`config.mk`:
```
export PLATFORM = sky130hd
export DESIGN_NAME = capture_fsm
export DESIGN_NICKNAME = d
export VERILOG_FILES = /design/src/common/capture_pkg.sv /design/src/capture_ctrl/capture_fsm.sv
export SDC_FILE = /design/constraint.sdc
export NUM_CORES = 1
export LEC_CHECK = 0
export ABC_AREA = 1
export ABC_CLOCK_PERIOD_IN_PS = 3400
export BUFFER_PORTS_ARGS = -buffer_cell sky130_fd_sc_hd__buf_4
export CORE_AREA = 2 2 85 147
export CTS_BUF_LIST = sky130_fd_sc_hd__clkbuf_8 sky130_fd_sc_hd__clkbuf_16
export CTS_CLUSTER_DIAMETER = 80
export DETAILED_ROUTE_END_ITERATION = 7
export DIE_AREA = 0 0 87 149
export PLACE_DENSITY_LB_ADDON = 0.12
export SLEW_MARGIN = 20
export SYNTH_ARGS = -nofsm -noshare
export SYNTH_HDL_FRONTEND = slang
export SYNTH_SLANG_ARGS = --single-unit
```
`constraint.sdc`:
```
create_clock -name adc_sampleclk -period 3.4 [get_ports adc_sampleclk]
set_clock_uncertainty 0.05 [all_clocks]
set_input_delay 0.68 -clock adc_sampleclk [delete_from_list [all_inputs] [get_ports adc_sampleclk]]
set_output_delay 0.68 -clock adc_sampleclk [all_outputs]
set_load 0.005 [all_outputs]
```
`src/common/capture_pkg.sv`:
```
package capture_pkg;

    typedef logic [11:0] sample_t;     // one adc sample
    typedef logic [35:0] word_t;       // three samples, oldest in [35:24]
    typedef logic [7:0]  byte_t;       // readout byte
    typedef logic [31:0] count_t;      // sample limit and counter
    typedef logic [14:0] presample_t;  // presample window depth
    typedef logic [12:0] downsample_t; // keep every (n+1)-th sample

    // [2] presample error, [1] downsample config error, [0] overflow
    typedef logic [2:0]  error_t;

    typedef enum logic [2:0] {
        st_idle,
        st_presamp_filling,
        st_presamp_full,
        st_triggered,
        st_done
    } capture_state_e;

    localparam int SAMPLES_PER_WORD = 3;

endpackage

```
`src/capture_ctrl/capture_fsm.sv`:
```
`timescale 1ns/1ps

module capture_fsm (
    input  logic                     adc_sampleclk,
    input  logic                     fifo_rst,
    input  logic                     arm_i,
    input  logic                     capture_go_i,
    input  capture_pkg::presample_t  presample_i,
    input  capture_pkg::count_t      max_samples_i,
    input  capture_pkg::downsample_t downsample_i,
    output logic                     sample_wr_o,
    output logic                     drop_oldest_o,
    output logic                     drain_en_o,
    output logic                     flush_o,
    input  logic                     packer_idle_i,
    input  logic                     buffer_empty_i,
    output logic                     capture_done_o,
    output logic                     presamp_error_o,
    output logic                     downsample_error_o
);

    capture_pkg::capture_state_e state;
    logic                        arm_r;
    logic                        arm_r2;
    logic                        go_r;
    capture_pkg::presample_t     pre_cnt;
    logic [1:0]                  pre_mod3;
    capture_pkg::count_t         sample_cnt;
    logic [1:0]                  cnt_mod3;
    capture_pkg::downsample_t    ds_cnt;
    capture_pkg::downsample_t    ds_eff;
    logic                        window_set;
    logic                        waiting;
    logic                        trig;
    logic                        keep;
    capture_pkg::count_t         next_cnt;
    logic [1:0]                  base_mod3;
    logic [1:0]                  next_mod3;
    logic                        stop;

    assign window_set = (presample_i != '0);
    assign ds_eff     = window_set ? '0 : downsample_i; // no decimation with presamples
    assign waiting    = (state == capture_pkg::st_presamp_filling) ||
                        (state == capture_pkg::st_presamp_full);
    assign trig       = capture_go_i & ~go_r & waiting;
    assign keep       = (ds_cnt == ds_eff);

    // count after the sample pushed in this cycle
    assign next_cnt  = (trig ? capture_pkg::count_t'(pre_cnt) : sample_cnt) + 32'd1;
    assign base_mod3 = trig ? pre_mod3 : cnt_mod3;
    assign next_mod3 = (base_mod3 == 2'd2) ? 2'd0 : base_mod3 + 2'd1;
    assign stop      = (next_cnt >= max_samples_i) && (next_mod3 == 2'd0);

    always_comb begin
        sample_wr_o   = 1'b0;
        drop_oldest_o = 1'b0;
        case (state)
            capture_pkg::st_presamp_filling: sample_wr_o = 1'b1;
            capture_pkg::st_presamp_full: begin
                sample_wr_o   = window_set | trig;
                drop_oldest_o = window_set & ~trig; // slide the window
            end
            capture_pkg::st_triggered: sample_wr_o = keep;
            default: ;
        endcase
    end

    // head leaves on the trigger cycle too
    assign drain_en_o = (state == capture_pkg::st_triggered) ||
                        (state == capture_pkg::st_done) || trig;

    always_ff @(posedge adc_sampleclk) begin
        if (fifo_rst) begin
            arm_r   <= 1'b0;
            arm_r2  <= 1'b0;
            flush_o <= 1'b0;
        end else begin
            arm_r   <= arm_i;
            arm_r2  <= arm_r;
            flush_o <= arm_r & ~arm_r2; // arm edge, two cycles late
        end
    end

    always_ff @(posedge adc_sampleclk) begin
        if (fifo_rst) begin
            state              <= capture_pkg::st_idle;
            go_r               <= 1'b0;
            pre_cnt            <= '0;
            pre_mod3           <= 2'd0;
            sample_cnt         <= '0;
            cnt_mod3           <= 2'd0;
            ds_cnt             <= '0;
            capture_done_o     <= 1'b0;
            presamp_error_o    <= 1'b0;
            downsample_error_o <= 1'b0;
        end else if (flush_o) begin
            // a level already high on go counts as an edge after arming
            go_r               <= 1'b0;
            state              <= window_set ? capture_pkg::st_presamp_filling
                                             : capture_pkg::st_presamp_full;
            pre_cnt            <= '0;
            pre_mod3           <= 2'd0;
            ds_cnt             <= '0;
            capture_done_o     <= 1'b0;
            presamp_error_o    <= 1'b0;
            downsample_error_o <= window_set && (downsample_i != '0);
        end else begin
            go_r <= capture_go_i;
            if (trig) begin
                if (state == capture_pkg::st_presamp_filling)
                    presamp_error_o <= 1'b1; // window not yet full
                sample_cnt <= next_cnt;
                cnt_mod3   <= next_mod3;
                ds_cnt     <= '0;
                state      <= stop ? capture_pkg::st_done : capture_pkg::st_triggered;
            end else begin
                case (state)
                    capture_pkg::st_presamp_filling: begin
                        pre_cnt  <= pre_cnt + 15'd1;
                        pre_mod3 <= (pre_mod3 == 2'd2) ? 2'd0 : pre_mod3 + 2'd1;
                        if (pre_cnt + 15'd1 == presample_i)
                            state <= capture_pkg::st_presamp_full;
                    end
                    capture_pkg::st_triggered: begin
                        if (keep) begin
                            ds_cnt     <= '0;
                            sample_cnt <= next_cnt;
                            cnt_mod3   <= next_mod3;
                            if (stop)
                                state <= capture_pkg::st_done;
                        end else begin
                            ds_cnt <= ds_cnt + 13'd1;
                        end
                    end
                    capture_pkg::st_done: begin
                        if (buffer_empty_i && packer_idle_i)
                            capture_done_o <= 1'b1; // held until next arm
                    end
                    default: ;
                endcase
            end
        end
    end

endmodule

```
== Yosys cells after proc, flatten, opt, wreduce, memory -nomap -nowiden ==
Index checks and enable logic that the tools add are counted.
Word-level totals
  logic and storage cells: 80
  register bits after elaboration: 74
  input port bits: 66
  output and inout port bits: 7
Operators by class
  reduce and logical (&&, ||, !) cells: 19
  add/subtract/negate cells: 5
  multiplexer cells: 22
  bitwise logic cells: 9
  order comparisons: 1
  equality and inequality tests: 11
Operators with widths (number)
  $mux W32: 4
  $add A32 B1 Y32 const B: 1
  $ge A32 B32 Y1: 1
  $mux W13: 2
  $mux W3: 6
  $add A15 B1 Y15 const B: 1
  $eq A15 B15 Y1: 1
  $reduce_bool A15 Y1: 1
  $mux W2: 7
  $add A13 B1 Y13 const B: 1
  $eq A13 B13 Y1: 1
  $reduce_bool A13 Y1: 1
  $ne A4 B4 Y1 const B: 2
  $eq A3 B2 Y1 const B: 2
  $pmux W3 S2: 1
  $reduce_and A3 Y1: 2
  $add A2 B1 Y2 const B: 2
  $and A1 B1 Y1: 4
  $eq A2 B2 Y1 const B: 2
  $ne A4 B3 Y1 const B: 1
  $not A1 Y1: 4
  $reduce_and A2 Y1: 2
  $reduce_and A4 Y1: 1
  $reduce_bool A2 Y1: 2
  other kinds (11): 15

== Logic depth before layout (Yosys ltp) ==
Gate-level depths: netlist of the first run.
  word-level depth: 13
  mapped depth: 31
  depth with buffers taken out: 29

== Worst setup path before layout of the first run ==
No wires, ideal clock.
  path kind: input to register
  start point: input capture_go_i
  end point: register state[0]
  stages: 26
  path buffers: 1
  path slack: -0.199 ns
  data arrival time: 3.435 ns
  setup time: 0.114 ns
  required time: 3.236 ns
  cells stage by stage: inv_1 -> nor2_2 -> nand2_2 -> buf_6 -> o21ai_2 -> ha_1 -> nand3_1 -> inv_1 -> nand2_1 -> nor2_2 -> xor2_1 -> inv_1 -> ha_1 -> nand2_1 -> inv_1 -> nand3_1 -> nor3_1 -> nand2_1 -> nand2_1 -> nand2_1 -> nand2_1 -> nand2_1 -> nand3_1 -> nand3_1 -> nor2_1 -> nor2_1
On the way
  elaborated cells on any way between the ends: 19
  classes of those cells: add/sub: 2; order compare: 1; eq/ne: 4; mux: 6; bitwise: 2; reduce/logical: 4
RTL lines
  from (decl): RTL line capture_fsm.sv:7  | input logic capture_go_i,
  $and A1 B1 Y1 * (2 in series): RTL line capture_fsm.sv:45  | assign trig = capture_go_i & ~go_r & waiting;
  $mux W32 *: RTL line capture_fsm.sv:49  | assign next_cnt = (trig ? capture_pkg::count_t'(pre_cnt) : sample_cnt) + 32'd1;
  $add A32 B1 Y32 *: RTL line capture_fsm.sv:49
  via next_cnt[14]: RTL line capture_fsm.sv:36  | capture_pkg::count_t next_cnt;
  $ge A32 B32 Y1 *: RTL line capture_fsm.sv:52  | assign stop = (next_cnt >= max_samples_i) && (next_mod3 == 2'd0);
  $logic_and A1 B1 Y1 *: RTL line capture_fsm.sv:52
  $mux W3: RTL line capture_fsm.sv:115  | state <= stop ? capture_pkg::st_done : capture_pkg::st_triggered;
  $mux W3: RTL line capture_fsm.sv:109  | if (trig) begin
  $mux W3: RTL line capture_fsm.sv:96  | end else if (flush_o) begin
  to (signal assigned): RTL line capture_fsm.sv:99  | state <= window_set ? capture_pkg::st_presamp_filling
  to (signal assigned): RTL line capture_fsm.sv:115
  to (signal assigned): RTL line capture_fsm.sv:122  | state <= capture_pkg::st_presamp_full;
  to (decl): RTL line capture_fsm.sv:22  | capture_pkg::capture_state_e state;
The timed path passes the listed nets; every way through them passes the cells marked *.
A chain may end at the register's enable or synchronous reset.

== Worst setup path after layout of the first run ==
  start point: register state[0]
  end point: register state[1]
On the way
  elaborated cells on any way between the ends: 23
  classes of those cells: add/sub: 2; order compare: 1; eq/ne: 7; mux: 7; bitwise: 1; reduce/logical: 5
RTL lines
  from (signal assigned): RTL line capture_fsm.sv:86  | state <= capture_pkg::st_idle;
  from (signal assigned): RTL line capture_fsm.sv:99
  from (signal assigned): RTL line capture_fsm.sv:115
  $eq A3 B1 Y1 or $eq A3 B2 Y1 (tied branches): RTL line capture_fsm.sv:43, capture_fsm.sv:44
  $logic_or A1 B1 Y1 *: RTL line capture_fsm.sv:43  | assign waiting = (state == capture_pkg::st_presamp_filling) ||
  $and A1 B1 Y1 *: RTL line capture_fsm.sv:45
  $mux W32 *: RTL line capture_fsm.sv:49
  $add A32 B1 Y32 *: RTL line capture_fsm.sv:49
  via next_cnt[6]: RTL line capture_fsm.sv:36
  $ge A32 B32 Y1 *: RTL line capture_fsm.sv:52
  $logic_and A1 B1 Y1 *: RTL line capture_fsm.sv:52
  $mux W3: RTL line capture_fsm.sv:115
  $mux W3: RTL line capture_fsm.sv:109
  $mux W3: RTL line capture_fsm.sv:96
Marks and branches as above.

==> results of run 1 <==
-- layer usage --
layer / vias up / global-route usage [%] / share of wire, %
li1: 3567 / - / -
met1: 3183 / 29.5 / 37
met2: 192 / 54.3 / 54
met3: 73 / 2.99 / 3.5
met4: 0 / 18.2 / 5.6
met5: - / 0 / 0
-- logic make-up after synthesis --
| family | after synthesis |
|---|---|
| AO/OA/AOI/OAI | 143 |
| XOR/XNOR | 29 |
| adder cells (fa/ha/maj) | 35 |
| buffers and inverters | 195 |
| flip-flops | 74 |
| multiplexers | 1 |
| AND/OR/NAND/NOR | 541 |
-- layout by cell type, fill, tap and decap left out, drive strengths merged, types with 3 or more instances in the layout --
| cell type | Yosys | final |
|---|---|---|
| a21oi | 66 | 66 |
| buf | 17 | 172 |
| clkbuf | 11 | 11 |
| dfxtp | 74 | 74 |
| ha | 35 | 35 |
| inv | 166 | 169 |
| nand2 | 271 | 271 |
| nand3 | 71 | 71 |
| nand3b | 8 | 8 |
| nand4 | 26 | 26 |
| nor2 | 139 | 139 |
| nor3 | 13 | 13 |
| nor4 | 6 | 6 |
| o211ai | 4 | 4 |
| o21a | 10 | 10 |
| o21ai | 54 | 54 |
| o21bai | 4 | 4 |
| or2 | 3 | 3 |
| xnor2 | 4 | 4 |
| xor2 | 25 | 25 |
-- cell type report --
| cell class | instances | area, sq um |
|---|---|---|
| Tap cell | 137 | 171 |
| Fill cell | 1078 | 3630 |
| Multi-Input combinational cell | 749 | 4240 |
| Inverter | 167 | 632 |
| Clock inverter | 6 | 72.6 |
| Sequential cell | 74 | 1490 |
| Timing Repair Buffer | 173 | 1410 |
| Clock buffer | 10 | 239 |
-- sequential cells by signal, summed over array words and instances, names as in the netlist, 2 cells and up --
| signal | cells |
|---|---|
| cnt_mod3 | 2 |
| state | 3 |
| sample_cnt | 32 |
| pre_cnt | 15 |
| ds_cnt | 13 |
| pre_mod3 | 2 |
-- power breakdown --
part | internal (uW) | switching [uW]
sequential | 942 | 51.6
clock | 598 | 419
combinational | 442 | 554
-- metrics by stage --
| stage | area, sq um | std cells | utilization (%) | setup TNS, ns |
|---|---|---|---|---|
| floorplan | 6260 | 1018 | - | 0 |
| global placement | 7530 | 1286 | 63.4 | -1.81 |
| detailed placement | 7530 | 1286 | 63.4 | -1.85 |
| CTS | 8010 | 1308 | 67.5 | -0.314 |
| global route | 8240 | 1316 | 69.4 | -1.27 |
| finish | 8240 | 1316 | 69.4 | -0.595 |
-- worst paths after layout --
path | depth (start not counted) | from | slack [ns] | to
worst min-delay path | 1 | arm_r2 | 0.34 | flush_o
worst max-delay path | 28 | state[0] | -0.21 | state[1]
worst min register to register | 1 | arm_r2 | 0.34 | flush_o
worst max register to register | 28 | state[0] | -0.21 | state[1]
-- timing repair --
| item | CTS | global route |
|---|---|---|
| setup endpoints to repair | 3 | 3 |
| resized for setup | 29 | 42 |
| setup buffers | 5 | 7 |
| endpoints found under the hold margin | 0 | 0 |
| gates cloned | 1 | 1 |
| pin swaps | 6 | 25 |
==> results.py, run 1 <==
metrics = {
    "cts": {
        "cts.htree.levels": 3,
        "cts_root_buf": "clkbuf_16",
        "clock_latency_ns": 0.34,
        "path_clk_slew_ns": 0.06,
        "cts_tree": "yes",
        "postCtsHoldBufs": 0,
        "cts_buffers": 9,
        "clkSinkCount": 74,
        "clock_path_buffers": 2,
    },
    "power": {
        "power_density_mw_per_mm2": 365,
        "ir_drop_v": 0.000246,
        "p_leak_uw": 0.00401,
        "total_power_uw": 3010,
    },
    "routing": {
        "first_pass_iters": 5,
        "drcViolationCount": 0,
        "dr_total_vias": 7015,
        "vias_per_cell": 5.33,
        "drtAntennaViolNets": 0,
        "initialDrtViolationCount": 344,
        "postRouteWirelength_um": 18700,
        "routedWlPerCell_um": 14.2,
    },
    "grt": {
        "first_global_vias": 6656,
        "overflow": 0,
        "grt_max_degree": 53,
        "grt_pass1_wl_um": 29600,
        "grt_antenna_before_repair": 0,
        "grt_usage_pct": 29.0,
    },
    "placement": {
        "hpwl_um": 14400,
        "routabilityCongestion": 0.990,
        "port_buffers": 72,
        "dpl_worst_slack_ns": -0.619,
    },
    "sta": {
        "holdWs_ns": 0.344,
        "hold_viol": 0,
        "rsz0062_at_grt": "true",
        "drv_slew": 0,
        "post-route-period-util_pct": 106,
        "fin_crit_ns": 3.61,
        "worst_pin_slew_ns": 0.763,
        "max_freq_ghz": 0.277,
        "finalSetupViolations": 3,
        "final.setup.worst_slack_ns": -0.213,
        "max_slew_margin_pct": 49.1,
    },
    "worst_setup_path": {
        "worstPathArrival_ns": 3.84,
        "crit_required_ns": 3.63,
        "critPathMaxStageDelay_ns": 0.36,
        "crit_buf_inv": 4,
        "startpoint_type": "flop",
        "crit_family": "simple AND/OR/NAND/NOR gates",
        "cp_max_fo": 6,
        "critPathSlowestCell": "dfxtp_2",
        "end_kind": "flop",
        "critical_path_class": "reg2reg",
    },
    "die": {
        "die_h_um": 149,
        "die_area_sq_mm": 0.0130,
        "rows": 53,
        "ios": 73,
        "die_x_um": 87,
        "design.core.area_sq_mm": 0.0119,
        "initial_utilization_pct": 52.4,
    },
    "synth": {
        "synth_seq_cells": 74,
        "synth_edf_count": 0,
        "syn_area_sq_mm": 0.00621,
        "synth_top_family_by_area": "simple AND/OR/NAND/NOR gates",
        "synth_compound_area_share_pct": 13.5,
        "seq_area_frac_synth_pct": 23.8,
        "synth.distinct_cells": 46,
        "synth-simple-area-share_pct": 38.5,
        "synth_xor_area_share_pct": 4.33,
        "syn-instance-count": 1018,
        "synth-adder-area-share_pct": 7.05,
        "synth.most_common_cell": "nand2_1",
        "ys_warn_count": 0,
        "yosysTopAreaCell": "dfxtp_1",
        "synthTopCellsByArea": "dfxtp_1, nand2_1, inv_1",
        "synthTopCellsByCount": "nand2_1, inv_1, nor2_1",
        "ys.flop_type": "dfxtp_1",
        "synth_top_area_share_pct": 23.8,
        "synth-async-reset-ratio_pct": 0,
        "postSynthAreaPerCell_sq_um": 6.10,
        "synth.net_count": 1119,
        "synthMuxAreaShare_pct": 0.161,
    },
    "cells_and_area": {
        "area_growth_syn_to_layout_pct": 32.6,
        "antenna_cells": 0,
        "drive_gt1_share_pct": 25.4,
        "finalNetCount": 1275,
    },
    "worst_hold_path": {
        "hold_class": "reg2reg",
    },
    "outcome": {
        "violations": "setup timing",
        "run_status": "finished with violations",
    },
    "job": {
        "max-cap-violations": 0,
    },
}
No activity file was read; power rests on OpenSTA's default activity.
==> inputs of run 2 (changes only) <==
--- a/config.mk
+++ b/config.mk
@@ -14,6 +14,7 @@
 export DETAILED_ROUTE_END_ITERATION = 7
 export DIE_AREA = 0 0 87 149
 export PLACE_DENSITY_LB_ADDON = 0.12
+export REMOVE_ABC_BUFFERS = 1
 export SLEW_MARGIN = 20
 export SYNTH_ARGS = -nofsm -noshare
 export SYNTH_HDL_FRONTEND = slang
==> run 2 against run 1 <==
The run still ends with setup timing left. Clock power decreased by 4%. Final cell count increased by 3.0%. Global-route usage increased by 3.1 points. Sequential share of layout area decreased by 1.1 points. Critical endpoint unchanged. Largest cell class unchanged.
==> results.py, run 2 (synthesis results as in run 1) <==
metrics = {
    "outcome": {
        "run_status": "finished with violations",
        "violations": "setup timing",
    },
    "sta": {
        "final.setup.worst_slack_ns": -0.390,
        "rsz0062_at_grt": "true",
        "max_slew_margin_pct": 43.6,
        "fin_crit_ns": 3.79,
        "holdWs_ns": 0.339,
        "max_freq_ghz": 0.264,
        "drv_slew": 0,
        "post-route-period-util_pct": 111,
        "finalSetupViolations": 3,
        "worst_pin_slew_ns": 0.845,
        "hold_viol": 0,
    },
    "cells_and_area": {
        "antenna_cells": 0,
        "finalNetCount": 1314,
        "final_area_sq_mm": 0.00879,
        "area_growth_syn_to_layout_pct": 41.5,
        "mostFrequentLayoutCell": "nand2_1",
        "drive_gt1_share_pct": 29.8,
        "top_register": "sample_cnt",
        "reg.largest.list": "sample_cnt x32, pre_cnt x15, ds_cnt x13",
        "utilization_pct": 74.1,
        "largest_reg_flops": 32,
        "final_cell_mix": "nand2_1, buf_4, inv_1, nor2_1, dfxtp_1",
        "fin_cells": 1355,
    },
    "die": {
        "die_area_sq_mm": 0.0130,
        "initial_utilization_pct": 52.4,
        "design.core.area_sq_mm": 0.0119,
        "rows": 53,
        "die_x_um": 87,
        "die_h_um": 149,
        "ios": 73,
    },
    "cts": {
        "cts_tree": "yes",
        "cts.htree.levels": 3,
        "postCtsHoldBufs": 0,
        "cts_buffers": 9,
        "clock_latency_ns": 0.35,
        "clock_path_buffers": 2,
        "path_clk_slew_ns": 0.06,
        "cts_root_buf": "clkbuf_16",
        "clkSinkCount": 74,
    },
    "placement": {
        "routabilityCongestion": 0.980,
        "hpwl_um": 14800,
        "dp_cells": 1309,
        "port_buffers": 72,
        "dpl_cell_area_sq_mm": 0.00766,
    },
    "worst_setup_path": {
        "critical_path_class": "reg2reg",
        "startpoint_type": "flop",
        "critPathMaxStageDelay_ns": 0.37,
        "cpMostUsedCell": "nand2_2",
        "crit_required_ns": 3.63,
        "critPathSlowestCell": "dfxtp_4",
        "cp_max_fo": 6,
        "end_kind": "flop",
        "worstPathArrival_ns": 4.02,
    },
    "grt": {
        "overflow": 0,
        "grt_antenna_before_repair": 0,
        "grt_max_degree": 53,
        "grt_usage_pct": 32.1,
        "first_global_vias": 7051,
        "grt_pass1_wl_um": 32400,
    },
    "routing": {
        "first_pass_iters": 6,
        "routedWlPerCell_um": 15.5,
        "dr_total_vias": 7378,
        "vias_per_cell": 5.45,
        "drtAntennaViolNets": 0,
        "postRouteWirelength_um": 21000,
        "initialDrtViolationCount": 390,
        "drcViolationCount": 0,
    },
    "power": {
        "p_leak_uw": 0.00434,
        "ir_drop_v": 0.000217,
        "power_density_mw_per_mm2": 351,
    },
    "job": {
        "max-cap-violations": 0,
    },
    "worst_hold_path": {
        "hold_class": "reg2reg",
    },
}
[run 2: changes by cell type in the layout (fill, tap and decap cells not counted), sizes merged]
cell / previous run / this run
buf: 172 / 212
inv: 169 / 168
clkbuf: 11 / 9
clkinv: 2 / 4
[run 2: repair_timing]
item,4_1_cts,5_1_grt
gates cloned,1,0
gates resized for setup,98,34
pin swaps,59,43
setup buffers,23,6
setup endpoints to repair,3,3
hold endpoints to repair,0,0
[run 2: power breakdown]
part / total, uW / internal, uW / switching, uW / leakage [uW]
Clock: 978 / 567 / 411 / 0.000147
Sequential: 995 / 943 / 52.6 / 0.000602
Combinational: 1110 / 505 / 608 / 0.00359
Total: 3090 / 2010 / 1070 / 0.00434
[run 2: through the flow]
stage	total power, uW	setup WS [ns]	setup TNS (ns)
floorplan	1510	-0.889	-2.67
global placement	1910	-0.824	-2.46
detailed placement	1930	-0.881	-2.61
CTS	3030	-0.344	-0.951
global route	3240	-0.576	-1.68
finish	3090	-0.390	-1.15
[run 2: final cells by class]
cell class / count / area (sq um)
clock buffers: 9 / 225
inverters: 167 / 634
clock inverters: 7 / 68.8
flip-flops and latches: 74 / 1490
repair buffers: 212 / 1730
multi-input cells: 749 / 4480
fillers: 954 / 3080
well taps: 137 / 171
[run 2: final timing paths]
kind	end	cells after the start	start	slack, ns
worst max-delay path	state[1]	32	state[2]	-0.39
worst min register to register	flush_o	1	arm_r2	0.34
worst min-delay path	flush_o	1	arm_r2	0.34
worst max register to register	state[1]	32	state[2]	-0.39
[run 2: worst max-delay path, delay by kind of cell (launching register included)]
| family | cells | cell delay, ns |
|---|---|---|
| compound gates | 1 | 0.10 |
| fa+ha+maj | 1 | 0.28 |
| flops | 1 | 0.37 |
| buf+inv | 8 | 0.80 |
| xor+xnor | 1 | 0.13 |
| simple gates | 21 | 1.98 |
[run 2: metal layers]
metal | track usage, % | wire length, um
met1 | 32.5 | 7460
met2 | 60.0 | 11400
met3 | 3.98 | 908
met4 | 19.7 | 1240
met5 | 0 | 0
==> inputs of run 3 (changes only) <==
--- a/config.mk
+++ b/config.mk
@@ -5,14 +5,13 @@
 export SDC_FILE = /design/constraint.sdc
 export NUM_CORES = 1
 export LEC_CHECK = 0
-export ABC_AREA = 1
 export ABC_CLOCK_PERIOD_IN_PS = 3400
 export BUFFER_PORTS_ARGS = -buffer_cell sky130_fd_sc_hd__buf_4
-export CORE_AREA = 2 2 85 147
+export CORE_AREA = 2 2 81 141
 export CTS_BUF_LIST = sky130_fd_sc_hd__clkbuf_8 sky130_fd_sc_hd__clkbuf_16
 export CTS_CLUSTER_DIAMETER = 80
 export DETAILED_ROUTE_END_ITERATION = 7
-export DIE_AREA = 0 0 87 149
+export DIE_AREA = 0 0 83 143
 export PLACE_DENSITY_LB_ADDON = 0.12
 export REMOVE_ABC_BUFFERS = 1
 export SLEW_MARGIN = 20
==> run 3 against run 2 <==
The run still ends with setup timing left. Total power down 25%. Combinational power down 60%. Sequential power down 10%. Clock power down 1%. Largest cell class unchanged. Largest power group is now the clock network.
==> results.py, run 3 <==
metrics = {
    "outcome": {
        "run_status": "finished with violations",
        "violations": "setup timing",
    },
    "synth": {
        "synth_seq_cells": 74,
        "synth_compound_area_share_pct": 15.3,
        "synthTopCellsByCount": "nor2_1, dfxtp_1, nand2_1",
        "synth_top_family_by_area": "simple AND/OR/NAND/NOR gates",
        "synth.distinct_cells": 66,
        "syn_area_sq_mm": 0.00571,
        "synth_top_area_share_pct": 26.0,
        "synthTopCellsByArea": "dfxtp_1, ha_1, xor2_1",
        "synth-async-reset-ratio_pct": 0,
        "postSynthAreaPerCell_sq_um": 7.57,
        "seq_area_frac_synth_pct": 26.0,
        "synthMuxAreaShare_pct": 4.41,
        "yosysTopAreaCell": "dfxtp_1",
        "ys_warn_count": 0,
        "synth_edf_count": 0,
        "ys.flop_type": "dfxtp_1",
        "syn-instance-count": 754,
        "synth-adder-area-share_pct": 7.68,
        "synth.most_common_cell": "nor2_1",
        "synth-simple-area-share_pct": 28.0,
        "synth_xor_area_share_pct": 13.0,
    },
    "routing": {
        "dr_total_vias": 6304,
        "drtAntennaViolNets": 0,
        "initialDrtViolationCount": 357,
        "first_pass_iters": 5,
        "vias_per_cell": 5.88,
        "routedWlPerCell_um": 17.4,
        "postRouteWirelength_um": 18600,
        "drcViolationCount": 0,
    },
    "worst_setup_path": {
        "worst_r2r_path_depth": 18,
        "critical_path_class": "in2reg",
        "crit_buf_inv": 4,
        "cpMostUsedCell": "buf_6",
        "cp_max_fo": 4,
        "critPathMaxStageDelay_ns": 0.56,
        "end_kind": "flop",
        "path_cells": "buf_6 > or3b_4 > or4_4 > a221oi_4 > buf_6 > buf_6 > nand2_1 > xnor2_2 > o22ai_2 > ha_1 > nand2_1 > nor3_2 > a31oi_2 > a311oi_4 > buf_4 > nor2_4 > nor2_1 > o311a_1 > nor3_2",
        "crit_family": "simple AND/OR/NAND/NOR gates",
        "crit_required_ns": 3.57,
        "cp.depth": 19,
        "worstPathArrival_ns": 4.51,
        "critPathSlowestCell": "or4_4",
        "startpoint_type": "primary input",
    },
    "die": {
        "die_h_um": 143,
        "die_area_sq_mm": 0.0119,
        "initial_utilization_pct": 53.3,
        "rows": 50,
        "die_x_um": 83,
        "ios": 73,
        "design.core.area_sq_mm": 0.0107,
    },
    "sta": {
        "max_slew_margin_pct": 61.0,
        "finalSetupViolations": 3,
        "rsz0062_at_grt": "true",
        "final.setup.worst_slack_ns": -0.945,
        "hold_viol": 0,
        "max_freq_ghz": 0.230,
        "holdWs_ns": 0.336,
        "worst_pin_slew_ns": 0.583,
        "post-route-period-util_pct": 128,
        "fin_crit_ns": 4.34,
        "drv_slew": 0,
    },
    "worst_hold_path": {
        "holdPathStages": 1,
        "hold_class": "reg2reg",
    },
    "cells_and_area": {
        "reg.largest.list": "sample_cnt x32, pre_cnt x15, ds_cnt x13",
        "finalNetCount": 1038,
        "mostFrequentLayoutCell": "buf_4",
        "antenna_cells": 0,
        "largest_reg_flops": 32,
        "utilization_pct": 73.2,
        "final_area_sq_mm": 0.00784,
        "area_growth_syn_to_layout_pct": 37.3,
        "final_cell_mix": "buf_4, nor2_1, dfxtp_1, nand2_1, a21oi_1",
        "top_register": "sample_cnt",
        "drive_gt1_share_pct": 29.1,
    },
    "cts": {
        "cts.htree.levels": 3,
        "cts_buffers": 9,
        "cts_root_buf": "clkbuf_16",
        "clkSinkCount": 74,
        "clock_latency_ns": 0.34,
        "postCtsHoldBufs": 0,
        "clock_path_buffers": 2,
        "path_clk_slew_ns": 0.06,
        "cts_tree": "yes",
    },
    "placement": {
        "dpl_cell_area_sq_mm": 0.00722,
        "routabilityCongestion": 0.942,
        "hpwl_um": 14000,
        "port_buffers": 72,
    },
    "grt": {
        "first_global_vias": 6563,
        "grt_pass1_wl_um": 29600,
        "grt_antenna_before_repair": 0,
        "overflow": 0,
        "grt_max_degree": 42,
        "grt_usage_pct": 30.9,
    },
    "power": {
        "ir_drop_v": 0.000275,
        "pwr-share-seq_pct": 38.7,
        "swShare_pct": 28.3,
        "p_int_uw": 1650,
        "pwr-share-clk_pct": 42.0,
        "power_density_mw_per_mm2": 294,
        "power.switching_uw": 653,
        "combPwrFrac_pct": 19.4,
        "p_leak_uw": 0.00339,
    },
    "job": {
        "max-cap-violations": 0,
    },
}
run 3: changes by cell type after synthesis, sizes merged, moves of 20 or more:
| cell | change |
|---|---|
| nand3 | -32 |
| o21ai | -20 |
| xnor2 | +32 |
| nor2 | -52 |
| nand2 | -198 |
| mux2i | +23 |
| xor2 | +21 |
| inv | -120 |
run 3: final cells by class:
class                           count  area (sq um)
Timing Repair Buffer              208          1590
Sequential cell                    74          1480
Tap cell                          130           163
Clock inverter                      7          70.1
Clock buffer                        9           225
Inverter                           46           173
Multi-Input combinational cell    598          4140
Fill cell                         853          2860
run 3: worst paths after layout:
kind | from | endpoint | slack, ns
min reg2reg | arm_r2 | flush_o | 0.34
max reg2reg | state[2] | state[1] | -0.89
min | arm_r2 | flush_o | 0.34
max | capture_go_i | state[1] | -0.94
run 3: worst reg2reg max path: cells and delay by family, from the launching register on:
family	cells	cell delay [ns]
and+or+nand+nor	8	1.65
AOI/OAI and AO/OA	5	1.23
buffers and inverters	3	0.48
DFF	1	0.32
adders and majority gates	1	0.28
xor gates and xnor gates	1	0.14
run 3: stage by stage:
step                      power, uW  instances  TNS [ns]  worst slack, ns
after floorplan                1100        718    -23.62            -2.22
after global placement         1310       1045     -4.03            -1.45
after detailed placement       1320       1045     -4.38            -1.57
after CTS                      2290       1071     -2.43           -0.846
after global routing           2380       1072     -2.96            -1.12
final                          2310       1072     -2.54           -0.945
run 3: cell families (layout without fill, tap and decap cells):
logic type / after synthesis / count (layout)
compound gates: 137 / 137
xor+xnor: 83 / 83
fa+ha+maj: 35 / 35
flops: 74 / 74
buf+inv: 82 / 270
mux: 25 / 25
simple gates: 318 / 318
run 3: power by group through the flow:
stage	clock, uW	combinational [uW]	sequential, uW
after floorplan	0	190	913
after global placement	0	405	909
after detailed placement	0	415	909
after CTS	976	423	891
after global routing	1010	482	893
final	968	447	892
run 3: timing repair:
action / CTS / global route
setup endpoints to repair: 3 / 5
buffers inserted: 10 / 2
pin swaps: 20 / 18
resized for setup: 24 / 30
run 3: routing by layer:
| layer | share of wire (%) | GRT usage [%] | vias to the layer above |
|---|---|---|---|
| met3 | 5.0 | 4.28 | 79 |
| met4 | 6.8 | 23.4 | 0 |
| li1 | - | - | 3038 |
| met1 | 36 | 30.3 | 2941 |
| met2 | 52 | 57.7 | 246 |
| met5 | 0 | 0 | - |
